`src/sram_defs_pkg.sv`:
```
/* Geometry of the 16-bit asynchronous SRAM (1M halfwords, two byte lanes)
   and the state encoding of the access sequencer */
`default_nettype none

package sram_defs_pkg;

    // Data bus width of the SRAM part
    localparam int SRAM_DATA_WIDTH = 16;

    // Halfword address bits, 1M locations
    localparam int SRAM_ADDR_WIDTH = 20;

    // Lower and upper byte enable
    localparam int SRAM_BYTE_LANES = 2;

    // Size of the part in bytes, 2 MB
    localparam int SRAM_BYTE_SPAN = (2 ** SRAM_ADDR_WIDTH) * SRAM_BYTE_LANES;

    // Sequencer states
    // Gather states step through the halfwords of one Wishbone word,
    // ack states are the single cycle in which ack is high
    typedef enum logic [2:0] {
        SRAM_ST_IDLE      = 3'b000,
        SRAM_ST_RD_GATHER = 3'b001,
        SRAM_ST_RD_ACK    = 3'b010,
        SRAM_ST_WR_GATHER = 3'b011,
        SRAM_ST_WR_ACK    = 3'b100
    } sram_state_e;

endpackage

`default_nettype wire

```
`src/wb_defs_pkg.sv`:
```
/* Wishbone B4 encodings used by the SRAM slave:
   cycle type, burst type and refused-access reason */
`default_nettype none

package wb_defs_pkg;

    // Cycle type identifier, CTI_I
    // Reserved codes 011 to 110 are handled like classic cycles
    typedef enum logic [2:0] {
        WB_CTI_CLASSIC  = 3'b000,
        WB_CTI_CONSTANT = 3'b001,
        WB_CTI_INCR     = 3'b010,
        WB_CTI_EOB      = 3'b111
    } wb_cti_e;

    // Burst type extension, BTE_I
    // Only linear addressing is implemented, wrap codes run linear
    typedef enum logic [1:0] {
        WB_BTE_LINEAR = 2'b00,
        WB_BTE_4BEAT  = 2'b01,
        WB_BTE_8BEAT  = 2'b10,
        WB_BTE_16BEAT = 2'b11
    } wb_bte_e;

    // Why a beat was answered with err instead of ack
    typedef enum logic [1:0] {
        WB_ERR_NONE      = 2'b00,
        WB_ERR_WINDOW    = 2'b01,
        WB_ERR_UNALIGNED = 2'b10
    } wb_err_e;

endpackage

`default_nettype wire

```
`src/wb_sram_req.sv`:
```
/* Wishbone request decoder: beat qualification, address window and
   alignment check, halfword address and registered error acknowledge */
`default_nettype none

module wb_sram_req
    import wb_defs_pkg::*;
    import sram_defs_pkg::*;
#(
    parameter int                            OPTN_WB_DATA_WIDTH = 16,
    parameter int                            OPTN_WB_ADDR_WIDTH = 32,
    parameter logic [OPTN_WB_ADDR_WIDTH-1:0] OPTN_BASE_ADDR     = '0,
    localparam int                           WB_SEL_WIDTH       = OPTN_WB_DATA_WIDTH / 8
) (
    input  logic                          i_wb_clk,
    input  logic                          i_wb_rst,
    input  logic                          i_wb_cyc,
    input  logic                          i_wb_stb,
    input  logic                          i_wb_we,
    input  wb_cti_e                       i_wb_cti,
    // Wrapping bursts are run as linear ones, so BTE is not decoded
    input  wb_bte_e                       i_wb_bte,
    input  logic [WB_SEL_WIDTH-1:0]       i_wb_sel,
    input  logic [OPTN_WB_ADDR_WIDTH-1:0] i_wb_addr,
    input  logic [OPTN_WB_DATA_WIDTH-1:0] i_wb_data,
    input  logic                          i_busy,
    output logic                          o_req_valid,
    output logic                          o_req_we,
    output logic                          o_req_last,
    output logic [SRAM_ADDR_WIDTH-1:0]    o_req_haddr,
    output logic [WB_SEL_WIDTH-1:0]       o_req_sel,
    output logic [OPTN_WB_DATA_WIDTH-1:0] o_req_wdata,
    output logic                          o_wb_err
);

    // One bit wider than the bus address so a borrow lands above the span
    localparam logic [OPTN_WB_ADDR_WIDTH:0] WINDOW_SPAN = (OPTN_WB_ADDR_WIDTH + 1)'(SRAM_BYTE_SPAN);

    logic                        cyc_stb;
    logic [OPTN_WB_ADDR_WIDTH:0] offset;
    logic                        in_window;
    logic                        unaligned;
    wb_err_e                     err_reason;
    wb_err_e                     err_reason_r;

    assign cyc_stb = i_wb_cyc && i_wb_stb;

    // Byte offset into the window
    // Addresses below the base wrap to a huge value and fail the span test
    assign offset    = {1'b0, i_wb_addr} - {1'b0, OPTN_BASE_ADDR};
    assign in_window = offset < WINDOW_SPAN;
    assign unaligned = i_wb_addr[0];

    always_comb begin
        if (!in_window)     err_reason = WB_ERR_WINDOW;
        else if (unaligned) err_reason = WB_ERR_UNALIGNED;
        else                err_reason = WB_ERR_NONE;
    end

    // Only clean beats reach the sequencer
    assign o_req_valid = cyc_stb && (err_reason == WB_ERR_NONE);
    assign o_req_we    = i_wb_we;
    // Anything but an incrementing beat closes the transfer
    assign o_req_last  = (i_wb_cti != WB_CTI_INCR);
    assign o_req_haddr = offset[SRAM_ADDR_WIDTH:1];
    assign o_req_sel   = i_wb_sel;
    assign o_req_wdata = i_wb_data;

    // Err is a one-cycle pulse; the master still holds the refused beat
    // in the err cycle, so the pulse itself blocks a repeat
    always_ff @(posedge i_wb_clk) begin
        if (i_wb_rst) begin
            o_wb_err     <= 1'b0;
            err_reason_r <= WB_ERR_NONE;
        end else begin
            o_wb_err <= cyc_stb && (err_reason != WB_ERR_NONE) && !o_wb_err && !i_busy;
            // Last refusal cause, visible in waveforms
            if (cyc_stb && (err_reason != WB_ERR_NONE) && !o_wb_err && !i_busy) begin
                err_reason_r <= err_reason;
            end
        end
    end

endmodule

`default_nettype wire

```
`config.mk`:
```
export PLATFORM = sky130hd
export DESIGN_NAME = wb_sram_req
export DESIGN_NICKNAME = d
export VERILOG_FILES = /design/src/sram_defs_pkg.sv /design/src/wb_defs_pkg.sv /design/src/wb_sram_req.sv
export SDC_FILE = /design/constraint.sdc
export NUM_CORES = 1
export LEC_CHECK = 0
export BUFFER_PORTS_ARGS = -buffer_cell sky130_fd_sc_hd__buf_4
export CORE_MARGIN = 8
export CORE_UTILIZATION = 20
export DETAILED_ROUTE_END_ITERATION = 8
export PLACE_DENSITY = 0.83
export SYNTH_ARGS = -nofsm -noshare
export SYNTH_HDL_FRONTEND = slang
export SYNTH_SLANG_ARGS = --single-unit
```
`constraint.sdc`:
```
create_clock -name i_wb_clk -period 0.8 [get_ports i_wb_clk]
set_input_delay 0.04 -clock i_wb_clk [delete_from_list [all_inputs] [get_ports i_wb_clk]]
set_output_delay 0.04 -clock i_wb_clk [all_outputs]
set_load 0.01 [all_outputs]
```
# Yosys cells after proc, flatten, opt, wreduce, memory -nomap -nowiden
# Index checks and enable logic that the tools add are counted.
# totals
regBits,1
inputBits,61
out_inout_bits,42
elab_cells,14
# op_classes
magnitude_cmp,1
n_eq_ne,1
n_mux,2
n_reduce_logical,9
# op_table
cell,count
$lt 32x22->1 const B,1
$logic_and 1x1->1,5
$mux 2,2
$ne 3x2->1 const B,1
$logic_not 1->1,2
$logic_not 2->1,1
$reduce_bool 2->1,1

# Depth between registers and ports, before layout
# Gate-level depths: netlist (run 1).
# depth
depth_word,6
mapped_depth,3

# Worst setup path after synthesis (run 1)
# OpenSTA, ideal clock, no wires.
# synth_timing
path_kind,reg-to-reg
startpoint,reg o_wb_err
endpoint,reg o_wb_err
setup_ns,0.059
t_arrival_ns,0.684
setup_slack_ns,0.057
stages_incl_launch_ff,3
cell_sequence,dfxtp_1 -> nor4_1 -> and2_1
# synth_between
elab_chain_len,3
# synth_lines
element,line,source
from (decl),wb_sram_req.sv:32,output logic o_wb_err
from (signal assigned),wb_sram_req.sv:75,o_wb_err <= cyc_stb && (err_reason != WB_ERR_NONE) && !o_wb_err && !i_busy;
$logic_not 1->1,n/a,
$logic_and 1x1->1 (2 in a row),n/a,
# Every way passes these cells.
# A chain may end at the register's enable or synchronous reset.

# Worst setup path in the final report (run 1)
# layout_timing
startpoint,in i_wb_addr[0]
endpoint,out o_req_valid
# layout_between
elab_chain_len,4
# layout_lines
element,line,source
from (decl),wb_sram_req.sv:23,"input logic [OPTN_WB_ADDR_WIDTH-1:0] i_wb_addr,"
$lt 32x22->1 / $mux 2 (equally long branches),"wb_sram_req.sv:50, wb_sram_req.sv:55",
$mux 2 *,wb_sram_req.sv:54,if (!in_window) err_reason = WB_ERR_WINDOW;
$logic_not 2->1 *,wb_sram_req.sv:60,assign o_req_valid = cyc_stb && (err_reason == WB_ERR_NONE);
$logic_and 1x1->1 *,wb_sram_req.sv:60,
to (decl),wb_sram_req.sv:26,"output logic o_req_valid,"
# Mark *: on every way between the ends. The rest lies on a longest branch, timed or not.

==> summary.md, run 1 <==
| Metric | Value |
|---|---|
| Crit Path Max Fanout | `2` |
| Largest registers | `o_wb_err (1)` |
| Critical Path RT | `0.76 ns` |
| Commonest non-fill, non-tap cell in the layout | `buf_4` |
| Worst Max-Slew Pin Slew | `0.200 ns` |
| DRC Markers | `0` |
| Final core utilization | `17.7%` |
| Highest cell delay on the worst timing path | `0.25 ns` |
| Syn-to-layout area delta | `-13.1%` |
| Buffers on Ports | `22` |
| Post-Syn Area | `383 µm²` |
| Crit Path Category | `input pin to primary output` |
| RSZ-0062 raised after global routing | `yes` |
| Worst path cell trace | `buf_6 -> nor4_2 -> nand3_1 -> nor2_1 -> buf_4` |
| Synth top area share | `76.5%` |
| IO Pins | `103` |
| ANT cells | `0` |
| Largest area contributor in the netlist | `buf_4` |
| Gr ovfl total | `0` |
| #FFs+latches synth | `1` |
| Synthesized netlist cell count | `50` |
| Crit path capture type | `primary output` |
| Die area | `3570 µm²` |
| Slew Viols, Final | `0` |
| CP max stage cell | `nor4_2` |
| Psw | `0.0349 mW` |
| Run status | `complete, no violations` |
| Final worst slack | `0.0312 ns` |
| Post-Syn Nets | `111` |
| Crit path launch type | `input pin` |
| DR vias | `230` |
| Most frequent cells in the layout | `buf_4 (15), buf_6 (7), nor2_1 (2), nand2_1 (2), nor4_4 (2)` |
| Rel. slew slack | `86.6%` |
| Maximum clock rate | `1300 MHz` |
| Initial drt markers | `5` |
| CP bufs+invs | `2` |
| Rows | `16` |
| Switching share of power | `20.6%` |
| Pwr Total | `0.170 mW` |
| Comb pwr share | `68.8%` |
| Routed Antenna Nets | `0` |
| WL per Instance | `16.1 µm` |
| Fin. Hold Viols | `0` |
| Leakage power | `0.140 nW` |
| Synth top area cells | `buf_4 (76%), nor4_2 (9.8%), dfxtp_1 (5.2%)` |
| CP top delay family | `simple AND/OR/NAND/NOR gates` |
| Vias per inst | `3.83` |
| Pint | `0.135 mW` |
| Top reg by flops | `o_wb_err` |
| Core area | `1880 µm²` |
| Worst skew pair latency | `0 ns` |
| Synth cell types | `8` |
| Starting Density | `20.3%` |
| Final period util | `96.1%` |
| GR Util All Layers | `4.40%` |
| First-pass GRT wire length | `1.27 mm` |
| Max Cap Viol | `0` |
| Final net count | `96` |
| Worst Path Arrival | `0.73 ns` |
| Layout cell share with drive strength beyond 1 | `75.8%` |
| Vias in the first global route | `247` |
| Die width | `59.8 µm` |
| Min Tclk post-route | `0.769 ns` |
| Synthesized area per cell | `7.66 µm²` |
| Largest register FFs | `1` |
| Sequential cell area fraction in the yosys report | `5.23%` |
| Final setup skew | `0 ns` |
| DP Wirelength | `818 µm` |
| Synthesis Warnings | `0` |
| PwrDens | `509 nW/µm²` |
| Gp weighted congestion | `0.640` |
| Chip Height | `59.8 µm` |
| Final setup fails | `0` |
| Setup TNS after final layout | `0 ns` |
| Routed WL | `965 µm` |
| Clock power frac | `0%` |
| Worst Hold Class | `input pin to primary output` |
| Dpl ws | `-0.0521 ns` |
| Sequential Power Share | `31.2%` |
| Largest net degree at the start of global routing | `3` |
| Initial antenna violation count | `0` |
| Filler cells | `223` |
| Pre-antenna DRT Iters | `2` |
| Max VDD drop | `0.164 mV` |
## cells in the mapped netlist
library cell and number:
nor2_1 2, buf_4 39, dfxtp_1 1, and2_1 1
nor4_1 1, nor4_2 3, nand2_1 2, nand3_1 1
## power by group through the flow
stage	clock [mW]	combinational (mW)	sequential (mW)
2_1_floorplan	0	0.212	0.0535
5_1_grt	0	0.123	0.0530
4_1_cts	0	0.105	0.0530
3_5_place_dp	0	0.0945	0.0530
3_3_place_gp	0	0.0924	0.0530
6_report	0	0.117	0.0529
## routing by layer
| layer | routed length (µm) | global-route usage (%) | vias up |
|---|---|---|---|
| li1 | - | - | 86 |
| met1 | 212 | 2.41 | 81 |
| met2 | 379 | 7.08 | 57 |
| met3 | 355 | 6.67 | 6 |
| met4 | 17 | 1.36 | 0 |
| met5 | 0 | 0 | - |
## area by class of cell
class	instances	area [µm²]	area share, %
well taps	27	33.8	10.2
multi-input cells	10	87.6	26.3
flip-flops and latches	1	20.0	6.02
repair buffers	22	191	57.5
## worst paths after layout
path,from,endpoint,slack [ns],cells past startpoint
worst max-delay path,i_wb_addr[0],o_req_valid,0.03,5
worst min-delay path,i_wb_addr[11],o_req_haddr[10],0.08,0
worst max register to register,o_wb_err$_SDFF_PP0_,o_wb_err$_SDFF_PP0_,0.05,2
worst min register to register,o_wb_err$_SDFF_PP0_,o_wb_err$_SDFF_PP0_,0.56,2
## cell families after synthesis
group                  Yosys count  share of synthesized area, %
buffers and inverters           39                          76.5
flip-flops                       1                          5.23
AND/OR/NAND/NOR                 10                          18.3
## repair_timing
item,in CTS,in global routing
setup endpoints to repair,2,2
pin swaps,4,5
buffers inserted,0,0
hold buffers,0,0
resized for setup,4,5
## metrics by stage
stage,instances,instance area (µm²),hold WS [ns]
floorplan,50,383,0.146
global placement,60,289,0.0801
detailed placement,60,289,0.0801
CTS,60,309,0.0801
global route,60,333,0.0800
finish,60,333,0.0800
No activity file was read; power rests on OpenSTA's default activity.
==> run 2: changes to the inputs <==
ABC_AREA = 1   (was default)
PLACE_DENSITY = 0.82   (was 0.83)
==> summary.md, run 2 <==
| Metric | Value |
|---|---|
| Largest register FFs | `1 (unchanged)` |
| Largest net degree at the start of global routing | `3 (unchanged)` |
| Post-Syn Nets | `120 (+8.1%)` |
| Synth cell types | `9 (+1)` |
| Synth top area share | `74.8% (-1.7 points)` |
| Post-CTS Setup Repair Bufs | `0 (unchanged)` |
| Vias per inst | `3.84 (+0.19%)` |
| Max Cap Viol | `0 (unchanged)` |
| DRC Markers | `0 (unchanged)` |
| Crit path launch type | `input pin` |
| Leakage power | `0.160 nW (+14%)` |
| Sequential cell area fraction in the yosys report | `5.11% (-0.12 points)` |
| Post-synth top cells | `buf_4 (39), nor2_1 (8), nand2_1 (6)` |
| Routed WL | `906 µm (-6.1%)` |
| Final period util | `90.8% (-5.3 points)` |
| Synth top area cells | `buf_4 (75%), nor2_1 (7.7%), nand2_1 (5.8%)` |
| Chip Height | `60.3 µm (+0.83%)` |
| Routing usage on met3 | `3.87% (-2.8 points)` |
| Maximum clock rate | `1380 MHz (+5.8%)` |
| Buffers on Ports | `22 (unchanged)` |
| Gr ovfl total | `0 (unchanged)` |
| DR vias | `265 (+15%)` |
| Run status | `complete, no violations` |
| Initial drt markers | `0 (-5)` |
| Hold Slack | `0.0800 ns (-0.00000100 ns)` |
| Worst path cell trace | `buf_4 -> nor2_4 -> nand2_2 -> nor2_4 -> nand2_1 -> nor2_1 -> buf_4` |
| Gp weighted congestion | `0.745 (+16%)` |
| Crit path capture type | `primary output` |
| Crit Path Max Fanout | `2 (unchanged)` |
| Commonest non-fill, non-tap cell in the layout | `buf_4` |
| Rel. slew slack | `91.9% (+5.3 points)` |
| Final net count | `105 (+9.4%)` |
| Post-Syn Area | `392 µm² (+2.3%)` |
| #FFs+latches synth | `1 (unchanged)` |
| Synthesized area per cell | `6.64 µm² (-13%)` |
| Post-synth EDFFs | `0 (unchanged)` |
| Hold Buf Count CTS | `0 (unchanged)` |
| Starting Density | `20.6% (+0.25 points)` |
| Worst Hold Class | `input pin to primary output` |
| DP Wirelength | `802 µm (-2.0%)` |
| Pre-antenna DRT Iters | `1 (-1)` |
| Top reg by flops | `o_wb_err` |
| Min Tclk post-route | `0.727 ns (-0.0422 ns)` |
| Asr flop ratio synth | `0% (unchanged)` |
| GRT Max-Usage Layer | `met2` |
| CP max stage cell | `buf_4` |
| GR Util All Layers | `4.55% (+0.15 points)` |
| Highest cell delay on the worst timing path | `0.13 ns (-0.12 ns)` |
| Critical Path RT | `0.76 ns (about the same)` |
| Layout cell share with drive strength beyond 1 | `71.4% (-4.3 points)` |
| Global Route met1 Usage | `3.12% (+0.70 points)` |
| Initial antenna violation count | `0 (unchanged)` |
| Final setup skew | `0 ns (unchanged)` |
| Syn-to-layout area delta | `-9.58%` |
| Post-synth top flop | `dfxtp_1` |
| Placed Area | `298 µm² (+3.0%)` |
| Vias in the first global route | `335 (+36%)` |
| WL per Instance | `13.1 µm (-18%)` |
| Core area | `1900 µm² (+1.1%)` |
| Die area | `3630 µm² (+1.7%)` |
| PwrDens | `500 nW/µm² (-1.8%)` |
| Slew Viols, Final | `0 (unchanged)` |
| Worst Max-Slew Pin Slew | `0.121 ns (-0.0787 ns)` |
| Routed Antenna Nets | `0 (unchanged)` |
| Max VDD drop | `0.272 mV (+66%)` |
| Fin. Hold Viols | `0 (unchanged)` |
| Synthesized netlist cell count | `59 (+18%)` |
| RSZ-0062 raised after global routing | `yes` |
| Rows | `16 (unchanged)` |
| Crit Path Category | `input pin to primary output` |
| Most frequent cells in the layout | `buf_4 (19), nor2_4 (5), nor2_1 (4), nand2_1 (4), buf_6 (3)` |
| Final setup fails | `0 (unchanged)` |
| Largest area contributor in the netlist | `buf_4` |
| Worst Path Arrival | `0.69 ns (-0.04 ns)` |
| First-pass GRT wire length | `1.31 mm (+3.3%)` |
| Fin area | `354 µm² (+6.4%)` |
| IO Pins | `103 (unchanged)` |
| Count leader, synth | `buf_4` |
| Worst skew pair latency | `0 ns (unchanged)` |
| Die width | `60.3 µm (+0.83%)` |
| Met2 Resource Use GR | `7.01% (-0.065 points)` |
| Synthesis Warnings | `0 (unchanged)` |
| ANT cells | `0 (unchanged)` |
| Largest registers | `o_wb_err (1)` |
| Pwr Total | `0.177 mW (+4.4%)` |
[run 2: layout make-up]
cell class	instances	area (µm²)
Inverter	1	3.75
Fill cell	204	1550
Sequential cell	1	20.0
Timing Repair Buffer	22	176
Multi-Input combinational cell	18	120
Tap cell	27	33.8
[run 2: per-layer routing]
metal | part of all wire [%] | vias up
met5 | 0 | -
met4 | 9.4 | 0
met3 | 24 | 18
met2 | 40 | 37
met1 | 26 | 105
li1 | - | 105
[run 2: critical path: cells and delay by family]
kind,cells,cell delay (ns)
buffers and inverters,2,0.25
and+or+nand+nor,5,0.40
[run 2: logic make-up (layout without fill, tap and decap cells)]
group / Yosys count / after routing / synth area share [%]
AO/OA/AOI/OAI: 1 / 1 / 1.28
AND/OR/NAND/NOR: 17 / 17 / 17.9
flip-flops: 1 / 1 / 5.11
buffers and inverters: 40 / 23 / 75.7
[run 2: timing repair]
item	4_1_cts	5_1_grt
setup endpoints to repair	0	2
endpoints found under the hold margin	0	0
resized for setup	0	15
[run 2: where the power goes]
group          total, mW  internal (mW)  switching [mW]  leakage, nW
registers         0.0532         0.0523        0.000932      0.00814
logic              0.124         0.0828          0.0411        0.152
clock network          0              0               0            0
[run 2: final timing paths]
kind | start | to | slack, ns | depth (start not counted)
max | i_wb_addr[31] | o_req_valid | 0.07 | 7
min | i_wb_addr[20] | o_req_haddr[19] | 0.08 | 0
max reg2reg | o_wb_err$_SDFF_PP0_ | o_wb_err$_SDFF_PP0_ | 0.09 | 3
min reg2reg | o_wb_err$_SDFF_PP0_ | o_wb_err$_SDFF_PP0_ | 0.51 | 3
[run 2: metrics by stage]
stage                     cells  setup slack [ns]  TNS (ns)  utilization, %
after floorplan              59            0.0906         0               -
after global placement       69            0.0446         0            15.7
after detailed placement     69            0.0385         0            15.7
after CTS                    69            0.0346         0            15.7
after global routing         69           -0.0178   -0.0253            18.6
final                        69            0.0734         0            18.6
