`src/sram_defs_pkg.sv`:
```
/* Geometry of the 16-bit asynchronous SRAM (1M halfwords, two byte lanes)
   and the state encoding of the access sequencer */
`default_nettype none

package sram_defs_pkg;

    // Data bus width of the SRAM part
    localparam int SRAM_DATA_WIDTH = 16;

    // Halfword address bits, 1M locations
    localparam int SRAM_ADDR_WIDTH = 20;

    // Lower and upper byte enable
    localparam int SRAM_BYTE_LANES = 2;

    // Size of the part in bytes, 2 MB
    localparam int SRAM_BYTE_SPAN = (2 ** SRAM_ADDR_WIDTH) * SRAM_BYTE_LANES;

    // Sequencer states
    // Gather states step through the halfwords of one Wishbone word,
    // ack states are the single cycle in which ack is high
    typedef enum logic [2:0] {
        SRAM_ST_IDLE      = 3'b000,
        SRAM_ST_RD_GATHER = 3'b001,
        SRAM_ST_RD_ACK    = 3'b010,
        SRAM_ST_WR_GATHER = 3'b011,
        SRAM_ST_WR_ACK    = 3'b100
    } sram_state_e;

endpackage

`default_nettype wire

```
`src/sram_seq.sv`:
```
/* Access sequencer: gather FSM stepping through the halfword beats of a
   Wishbone word, with down-counter, beat index and registered ack */
`default_nettype none

module sram_seq
    import sram_defs_pkg::*;
#(
    parameter int  OPTN_WB_DATA_WIDTH = 16,
    localparam int GATHER_COUNT       = OPTN_WB_DATA_WIDTH / SRAM_DATA_WIDTH,
    localparam int GATHER_COUNT_WIDTH = (GATHER_COUNT == 1) ? 1 : $clog2(GATHER_COUNT)
) (
    input  logic                          i_wb_clk,
    input  logic                          i_wb_rst,
    input  logic                          i_req_valid,
    input  logic                          i_req_we,
    input  logic                          i_req_last,
    output sram_state_e                   o_state,
    output logic [GATHER_COUNT_WIDTH-1:0] o_beat_idx,
    output logic                          o_beat_we,
    output logic                          o_cap_en,
    output logic                          o_busy,
    output logic                          o_wb_ack
);

    // Remaining halfwords after the first one
    localparam logic [GATHER_COUNT_WIDTH-1:0] CNT_INIT = GATHER_COUNT_WIDTH'(GATHER_COUNT - 1);
    localparam logic [GATHER_COUNT_WIDTH-1:0] CNT_ONE  = GATHER_COUNT_WIDTH'(1);

    sram_state_e                   state_r;
    sram_state_e                   state_next;
    logic [GATHER_COUNT_WIDTH-1:0] cnt_r;
    logic [GATHER_COUNT_WIDTH-1:0] cnt_next;
    logic [GATHER_COUNT_WIDTH-1:0] idx_r;
    logic [GATHER_COUNT_WIDTH-1:0] idx_next;
    logic                          start;

    // Write: N-1 gather beats, last halfword goes out in the ack cycle
    // Read: N gather beats, each sampled at the end of its cycle, then ack
    // With a 16-bit bus the write gather state is never entered
    always_comb begin
        state_next = state_r;
        cnt_next   = cnt_r;
        idx_next   = idx_r;
        start      = 1'b0;

        case (state_r)
            SRAM_ST_IDLE: begin
                start = i_req_valid;
            end
            SRAM_ST_RD_GATHER: begin
                // Hold the index on the last beat so the ack cycle keeps it
                if (cnt_r == '0) begin
                    state_next = SRAM_ST_RD_ACK;
                end else begin
                    cnt_next = cnt_r - 1'b1;
                    idx_next = idx_r + 1'b1;
                end
            end
            SRAM_ST_WR_GATHER: begin
                cnt_next = cnt_r - 1'b1;
                idx_next = idx_r + 1'b1;
                if (cnt_r == CNT_ONE) state_next = SRAM_ST_WR_ACK;
            end
            SRAM_ST_RD_ACK, SRAM_ST_WR_ACK: begin
                // Non-last burst beat chains straight into the next word
                if (i_req_last) state_next = SRAM_ST_IDLE;
                else            start      = 1'b1;
            end
            default: begin
                state_next = SRAM_ST_IDLE;
            end
        endcase

        // First halfword of a new Wishbone word
        if (start) begin
            cnt_next = CNT_INIT;
            idx_next = '0;
            if (!i_req_we)             state_next = SRAM_ST_RD_GATHER;
            else if (GATHER_COUNT > 1) state_next = SRAM_ST_WR_GATHER;
            else                       state_next = SRAM_ST_WR_ACK;
        end
    end

    always_ff @(posedge i_wb_clk) begin
        if (i_wb_rst) begin
            state_r <= SRAM_ST_IDLE;
            cnt_r   <= '0;
            idx_r   <= '0;
        end else begin
            state_r <= state_next;
            cnt_r   <= cnt_next;
            idx_r   <= idx_next;
        end
    end

    // Ack is high exactly while the FSM sits in an ack state
    always_ff @(posedge i_wb_clk) begin
        if (i_wb_rst) begin
            o_wb_ack <= 1'b0;
        end else begin
            o_wb_ack <= (state_next == SRAM_ST_RD_ACK) || (state_next == SRAM_ST_WR_ACK);
        end
    end

    assign o_state    = state_r;
    assign o_beat_idx = idx_r;
    // WE stays low through the whole write, gather and ack alike
    assign o_beat_we  = (state_r == SRAM_ST_WR_GATHER) || (state_r == SRAM_ST_WR_ACK);
    // Every read gather cycle ends with a halfword sample
    assign o_cap_en   = (state_r == SRAM_ST_RD_GATHER);
    // Holds off err generation while a beat is in flight
    assign o_busy     = (state_r != SRAM_ST_IDLE);

endmodule

`default_nettype wire

```
`config.mk`:
```
export PLATFORM = sky130hd
export DESIGN_NAME = sram_seq
export DESIGN_NICKNAME = d
export VERILOG_FILES = /design/src/sram_defs_pkg.sv /design/src/sram_seq.sv
export SDC_FILE = /design/constraint.sdc
export NUM_CORES = 1
export LEC_CHECK = 0
export BUFFER_PORTS_ARGS = -buffer_cell sky130_fd_sc_hd__buf_2
export CORE_AREA = 2 2 39 41
export DETAILED_ROUTE_END_ITERATION = 6
export DIE_AREA = 0 0 41 43
export GPL_TIMING_DRIVEN = 0
export PLACE_DENSITY_LB_ADDON = 0.12
export SYNTH_ARGS = -nofsm -noshare
export SYNTH_HDL_FRONTEND = slang
export SYNTH_SLANG_ARGS = --single-unit
```
`constraint.sdc`:
```
create_clock -name i_wb_clk -period 1.6 [get_ports i_wb_clk]
set_input_delay 0.08 -clock i_wb_clk [delete_from_list [all_inputs] [get_ports i_wb_clk]]
set_output_delay 0.08 -clock i_wb_clk [all_outputs]
set_load 0.02 [all_outputs]
```
== After elaboration in Yosys (flattened, before gate mapping) ==
Cells that the tools add are included.
Storage, ports and cells
  register bits: 6
  input bits: 5
Operators by class
  equality and inequality tests: 7
  multiplexer cells: 12
  $add $sub $neg: 2
  reductions and logical operators: 8
Operator list (number)
  3-bit two-way mux: 5
  3-bit one-hot mux with 4 select lines: 1
  3-bit by 2-bit == test with 1-bit output, second input constant: 3
  3-bit == test, second input constant: 2
  1-bit one-hot mux with 2 select lines: 3
  2-bit OR reduction: 2
  3-bit by 1-bit == test with 1-bit output, second input constant: 1
  3-bit zero test: 1
  1-bit two-way mux: 3
  3-bit nonzero test: 1
  1-bit logical OR: 2
  2-bit by 1-bit != test with 1-bit output, second input constant: 1
  2-bit AND reduction: 1
  2-bit nonzero test: 1
  1-bit adder, second input constant: 1
  1-bit subtractor, second input constant: 1

== Logic depth before layout (Yosys ltp) ==
Gate-level depths: netlist of run 1.
  depth in word-level cells: 6
  depth in mapped cells: 5
  depth with buffers taken out: 4

== Worst setup path before layout of run 1 ==
No wires, ideal clock.
  kind: flip-flop to flip-flop
  start: reg state_r[0], in the netlist o_state[0]
  end: reg o_wb_ack
  library setup time: 0.086 ns
  path slack: 0.308 ns
  required time: 1.514 ns
  clock period less this slack: 1.292 ns
  data arrival time: 1.205 ns
  cell stages (with the launch flop): 5
  cells stage by stage: dfxtp_1 -> buf_4 -> nand2b_4 -> or3_1 -> a221oi_2
On the way
  word-level cells in the longest chain between the ends: 6
  elaborated cells on any way between the ends: 15
  classes of those cells: 6 x eq/ne; 6 x mux; 3 x reduce/logical
Ends and longest elaborated chain
  start: declaration: line sram_seq.sv:29  | sram_state_e state_r;
  start signal: assignment: line sram_seq.sv:90  | state_r <= state_next;
  3-bit == test / 3-bit by 2-bit == test with 1-bit output (equally long branches): line sram_seq.sv:46  | case (state_r)
  2-bit OR reduction: line sram_seq.sv:46
  3-bit one-hot mux with 4 select lines / 1-bit one-hot mux with 2 select lines (equally long branches): line sram_seq.sv:46
  3-bit two-way mux (*): line sram_seq.sv:75  | if (start) begin
  3-bit by 2-bit == test with 1-bit output / 3-bit == test (equally long branches): line sram_seq.sv:101  | o_wb_ack <= (state_next == SRAM_ST_RD_ACK) || (state_next == SRAM_ST_WR_ACK);
  1-bit logical OR (*): line sram_seq.sv:101
  end signal: assignment: line sram_seq.sv:101
  end: declaration: line sram_seq.sv:22  | output logic o_wb_ack
Mark *: on every way between the ends. The rest lies on a longest branch, timed or not.
A chain may end at the register's enable or synchronous reset.

== Final worst setup path of run 1 ==
  start: reg state_r[1], in the netlist o_state[1]
  end: out o_busy
On the way
  word-level cells in the longest chain between the ends: 1
Ends and longest elaborated chain
  3-bit nonzero test: line sram_seq.sv:112  | assign o_busy = (state_r != SRAM_ST_IDLE);
  end: declaration: line sram_seq.sv:21  | output logic o_busy,
No other way between the ends.

==> results of run 1 <==
routing by layer:
metal | routed length (um) | share of wire, %
met2 | 358 | 46
met5 | 0 | 0
met1 | 369 | 47
met4 | 18 | 2.3
met3 | 35 | 4.5
cell usage after synthesis, drive strengths merged:
| master | instances |
|---|---|
| dfxtp | 6 |
| a221oi | 1 |
| o21ai | 2 |
| buf | 2 |
| a22oi | 1 |
| a21oi | 2 |
| nand2b | 2 |
| a211oi | 2 |
| mux2i | 1 |
| xor2 | 2 |
| or3 | 2 |
| a22o | 1 |
| and3 | 1 |
| nor2b | 1 |
| mux2 | 1 |
| nand2 | 1 |
| nor2 | 7 |
| inv | 2 |
| nor4b | 1 |
| a211o | 1 |
| nor3b | 1 |
| nor3 | 3 |
metrics by stage:
stage                     setup slack, ns  total power [mW]  std cells  cell area [um^2]  hold slack, ns
final                               0.122             0.414         74               475          0.0761
after global routing               0.0485             0.446         74               475          0.0776
after CTS                          0.0935             0.424         74               475          0.0687
after detailed placement            0.324             0.282         71               453           0.325
after global placement              0.312             0.282         71               453           0.325
after floorplan                     0.308             0.249         43               373           0.146
path summary, 6_finish.rpt:
| path | from | to | slack, ns | cells after the start |
|---|---|---|---|---|
| setup / recovery | o_state[1]$_SDFF_PP0_ | o_busy | 0.12 | 3 |
| hold / removal | i_wb_rst | o_wb_ack$_SDFF_PP0_ | 0.08 | 2 |
| setup reg to reg | o_state[0]$_SDFF_PP0_ | o_wb_ack$_SDFF_PP0_ | 0.33 | 5 |
| hold reg to reg | o_beat_idx$_SDFFE_PP0P_ | o_beat_idx$_SDFFE_PP0P_ | 0.51 | 2 |
cell type report:
cell class	instances	area [um^2]	area share (%)
inverters	2	7.51	1.58
flip-flops and latches	6	120	25.3
multi-input cells	33	233	48.9
plain buffers	2	12.5	2.63
clock buffers	3	22.5	4.74
well taps	16	20.0	4.21
repair buffers	12	60.1	12.6
sequential cells by signal, summed over array words and instances (netlist names):
| signal | flops |
|---|---|
| o_beat_idx | 1 |
| o_state | 3 |
| o_wb_ack | 1 |
| cnt_r | 1 |
worst max-delay path: cells and delay by family, from the launching register on:
family,cells,cell delay [ns]
DFF,1,0.35
buffers and inverters,2,0.36
and+or+nand+nor,1,0.44
power groups by stage:
| stage | Clock, mW | Sequential, mW | Combinational (mW) |
|---|---|---|---|
| after global routing | 0.155 | 0.169 | 0.121 |
| after floorplan | 0 | 0.179 | 0.0699 |
| after global placement | 0 | 0.171 | 0.111 |
| after CTS | 0.145 | 0.168 | 0.111 |
| final | 0.137 | 0.168 | 0.109 |
| after detailed placement | 0 | 0.170 | 0.111 |
logic make-up after synthesis:
logic type	after synthesis	synth area share (%)
compound gates	10	22.5
xor+xnor	2	4.70
buf+inv	4	5.37
flops	6	32.2
mux	2	5.70
simple gates	19	29.5
==> summary.txt, run 1 <==
Flow run
  • Max Cap Violations: 0

Floorplanning
  • Die Area: 1760 um^2
  • Initial Util: between 20 and 30%
  • FP Rows: 14
  • Core area: ~1400 um^2
  • Die H: 43 um
  • Die W: approximately 41 um
  • Io pins: 13

CTS
  • Sink Count: 6
  • Post-CTS Hold Fix Bufs: 0
  • Worst-skew pair later-pin latency: approximately 0.24 ns
  • Post_cts resized: 0
  • Postcts setup bufs: 0
  • Clock-pin slew on the worst setup and hold paths: around 0.050 ns
  • CTS Buffer Depth: 2
  • CTS root buffer: clkbuf_4
  • CTS tree: done
  • Num CTS Buffers: 3
  • H-tree depth: 1

Synthesis
  • Flops & latches, synth: 6
  • Cell count after synthesis: between 40 and 50
  • Post-synth top area share: approximately 32%
  • Syn Nets: 48
  • Yosys top cell by area: dfxtp_1
  • Top cells by area, synth: dfxtp_1, nor2_1, xor2_1
  • Mapped cell area: 373 um^2
  • Distinct cells, synth: 27
  • Warnings, synthesis: 0
  • Syn avg cell area: 8.67 um^2
  • Seq/Total Area, Yosys: 32.2%

Power
  • Net Sw Power: between 0.1 and 0.15 mW
  • Gate power share: 26.4%
  • Switching share of power: about 30%
  • Power Density: slightly below 900 nW/um^2
  • Pint: about 0.29 mW
  • Max VDD drop: about 0.00035 V
  • Fraction of power consumed by sequential logic: between 40% and 50%
  • Leak: 0.223 nW
  • Clock power share: 33.1%

Worst setup path
  • Crit-path max FO: 10
  • CP Cell Sequence: buf_2, or3_2, buf_2
  • Critical path arrival: roughly 1.4 ns
  • Crit path kind: flop to output pin
  • Crit. End Element: output pin
  • Worst setup SP type: flop
  • Most common cell on crit path: buf_2
  • Crit-path max cell delay: roughly 0.44 ns
  • CP required: around 1.5 ns
  • Slowest cell on the critical path: or3_2

Cells and area
  • Final core utilization: between 30% and 40%
  • Most frequent cells in the layout: buf_2, nor2_1, dfxtp_1
  • Commonest non-fill, non-tap cell in the layout: buf_2
  • Share of cells above drive strength 1: about two fifths
  • Area delta synth->final: 27.5%
  • Final net count: 65
  • Ant diodes: 0
  • Final-layout fill cell count: between 150 and 200

STA
  • Pins over their slew limit: 0
  • Clock skew: 0.00459 ns
  • Max frequency: 676 MHz
  • Slew HR: 73.1%
  • Final Hold Fails: 0
  • Post-route setup TNS: 0 ns
  • RSZ-0062 raised after global routing: false
  • Min Tclk post-route: between 1 and 1.5 ns
  • Final period util: 92.4%
  • Setup violators final: 0
  • Tightest Pin Transition: between 0.3 and 0.4 ns

Route
  • Routed wire length per instance: around 11 um
  • Post-DRT Antenna Nets: 0
  • Via density: roughly 4.8
  • Initial DRC count: 6
  • Final WL: a little under 800 um
  • Residual DRC count: 0
  • Routed vias: 353
  • DRT Pass-1 Iters: 4

GRT
  • Largest net degree at the start of global routing: 11
  • Vias in the first global route: 320
  • Met1 Use GR: 16.5%
  • Gr busiest metal: met1
  • First-pass GRT wire length: about 1300 um
  • M3 GR Usage: around 3.1%
  • Congestion Overflow GR: 0
  • GRT Total Usage: 11.5%
  • Antenna violations before repair: 0
  • Grt met2 use: 14.1%

Placement
  • Routability congestion estimate: 0.657
  • Detail Placement HPWL: between 600 and 700 um
  • Port Buffers: 12

Worst hold path
  • HP Class: input pin to flop

Run status
  • Outcome: finished, final reports clean
No activity file was read; power rests on OpenSTA's default activity.
==> run 2: changes to the inputs <==
ABC_AREA = 1   (was not set)
==> run 2 against run 1 <==
- clock power is essentially flat
- die area is the same
- total power shrank 13%
- non-clock buffer count shrank 2
- global-route usage shrank 2.3 points
- register-to-register slack gained 0.21 ns
- sequential share of layout area grew 4.7 points
- area after synthesis shrank 20%
- critical path depth grew 3
==> summary.txt, run 2 <==
Run status
  • Outcome: finished, final reports clean

GRT
  • Largest net degree at the start of global routing: 6
  • Vias in the first global route: between 200 and 300
  • First-pass GRT wire length: about 1000 um
  • Antenna violations before repair: 0
  • Congestion Overflow GR: 0
  • GRT Total Usage: 9.15%

Synthesis
  • Mapped cell area: just under 300 um^2
  • Commonest cells in the netlist: nand2_1, dfxtp_1, inv_1, nand3_1, a21oi_1
  • Most numerous cell in the Yosys netlist: nand2_1
  • Flops & latches, synth: 6
  • Warnings, synthesis: 0
  • Top cells by area, synth: dfxtp_1, nand2_1, nand3_1
  • Syn avg cell area: 6.34 um^2
  • Synth Flop Type: dfxtp_1
  • Yosys top cell by area: dfxtp_1
  • Post-synth top area share: between 40 and 50%
  • Post-synth EDFFs: 0
  • Seq/Total Area, Yosys: 40.3%
  • Cell count after synthesis: 47
  • Distinct cells, synth: 11
  • Syn Nets: 52
  • Post-synth ARST share: 0%

STA
  • Final period util: roughly four fifths
  • Tightest Pin Transition: around 0.22 ns
  • Clock skew: 0.000146 ns
  • Pins over their slew limit: 0
  • Final Hold Fails: 0
  • Post-route setup TNS: 0 ns
  • Slew HR: between 80% and 90%
  • Setup violators final: 0
  • Min Tclk post-route: 1.26 ns
  • Max frequency: just under 800 MHz
  • RSZ-0062 raised after global routing: false

CTS
  • Num CTS Buffers: 3
  • Post_cts resized: 0
  • CTS root buffer: clkbuf_4
  • CTS tree: done
  • Sink Count: 6
  • CTS Buffer Depth: 2
  • Postcts setup bufs: 0
  • Worst-skew pair later-pin latency: between 0.2 and 0.25 ns
  • H-tree depth: 1
  • Post-CTS Hold Fix Bufs: 0
  • Clock-pin slew on the worst setup and hold paths: roughly 0.05 ns

Power
  • Gate power share: between 10% and 20%
  • Fraction of power consumed by sequential logic: 44.7%
  • Clock power share: between 30% and 40%
  • Net Sw Power: slightly below 0.1 mW
  • Pint: ~0.26 mW
  • Leak: between 0.2 and 0.25 nW
  • Max VDD drop: ~0.00034 V
  • Power Density: roughly 900 nW/um^2
  • Switching share of power: roughly 27%
  • Pwr Total: about 0.36 mW

Route
  • Routed vias: 319
  • Routed wire length per instance: between 9 and 10 um
  • Post-DRT Antenna Nets: 0
  • Final WL: between 700 and 800 um
  • Initial DRC count: 11
  • Residual DRC count: 0
  • DRT Pass-1 Iters: 4
  • Via density: roughly 4.1

Floorplanning
  • Die H: 43 um
  • Die Area: between 1500 and 2000 um^2
  • FP Rows: 14
  • Die W: 41 um
  • Initial Util: 21.5%
  • Core area: 1380 um^2
  • Io pins: 13

Placement
  • Detail Placement HPWL: about 550 um
  • Port Buffers: 12
  • Routability congestion estimate: 0.745

Worst setup path
  • CP Cell Sequence: inv_2, nand2_2, nor2_2, inv_2, nand2_1, buf_2
  • Crit path kind: flop to output pin
  • Most common cell on crit path: inv_2
  • Slowest cell on the critical path: dfxtp_1
  • Crit. End Element: output pin
  • Crit path max-delay family: flip-flops
  • Crit-path max cell delay: 0.35 ns
  • CP required: approximately 1.5 ns
  • Critical path arrival: approximately 1.2 ns
  • Worst setup SP type: flop
  • Crit path buf inv count: 3
  • Crit-path max FO: 5

Cells and area
  • Ant diodes: 0
  • Area delta synth->final: 34.5%
  • Final-layout fill cell count: 165
  • Max FFs per register: 3
  • Commonest non-fill, non-tap cell in the layout: nand2_1
  • Most frequent cells in the layout: nand2_1, buf_2, dfxtp_1
  • Share of cells above drive strength 1: between 30% and 40%
  • Final net count: 69
  • Final core utilization: between 20% and 30%

Flow run
  • Max Cap Violations: 0

Worst hold path
  • HP Class: input pin to flop
==> run 2: cell count changes in the layout (fill, tap and decap cells not counted), moves of 2 or more <==
| cell | delta |
|---|---|
| nor3_1 | -2 |
| nor2_2 | +2 |
| xor2_1 | -2 |
| inv_2 | +3 |
| a21oi_1 | +2 |
| nand3_1 | +5 |
| nand2_2 | +2 |
| inv_1 | +3 |
| nor2_1 | -4 |
| nand2_1 | +14 |
==> run 2: area by class of cell <==
cell class,count,area (um^2),share of cell area (%)
multi-input cells,33,148,36.9
clock buffers,3,22.5,5.62
flip-flops and latches,6,120,30.0
well taps,16,20.0,5.00
repair buffers,12,60.1,15.0
inverters,8,30.0,7.50
==> run 2: final timing paths <==
kind	to	slack (ns)	startpoint	cells past startpoint
setup / recovery	o_beat_we	0.34	o_state[2]$_SDFF_PP0_	6
hold / removal	o_state[2]$_SDFF_PP0_	0.05	i_wb_rst	2
setup reg to reg	o_wb_ack$_SDFF_PP0_	0.54	o_state[1]$_SDFF_PP0_	7
hold reg to reg	o_beat_idx$_SDFFE_PP0P_	0.49	o_beat_idx$_SDFFE_PP0P_	2
==> run 2: per-stage QoR <==
step	area [um^2]	hold WS [ns]	std cells	worst slack [ns]
finish	400	0.0504	78	0.340
global route	400	0.0455	78	0.240
CTS	400	0.0384	78	0.327
detailed placement	378	0.295	75	0.550
global placement	378	0.293	75	0.531
floorplan	298	0.149	47	0.403
==> run 2: kinds of logic after synthesis <==
group	share of synthesized area [%]
flip-flops	40.3
buffers and inverters	10.1
AO/OA/AOI/OAI	8.40
AND/OR/NAND/NOR	41.2
==> run 2: metal layers <==
layer / global-route usage (%) / up-vias / share of wire, %
li1: - / 178 / -
met1: 11.0 / 130 / 50
met2: 11.3 / 9 / 43
met3: 3.14 / 2 / 5.5
met4: 10.0 / 0 / 1.7
met5: 0 / - / 0
==> run 2: power by group through the flow <==
| stage | clock, mW | sequential (mW) | combinational [mW] |
|---|---|---|---|
| global route | 0.156 | 0.162 | 0.0671 |
| global placement | 0 | 0.165 | 0.0617 |
| CTS | 0.147 | 0.161 | 0.0616 |
| floorplan | 0 | 0.170 | 0.0332 |
| finish | 0.139 | 0.162 | 0.0612 |
| detailed placement | 0 | 0.164 | 0.0612 |
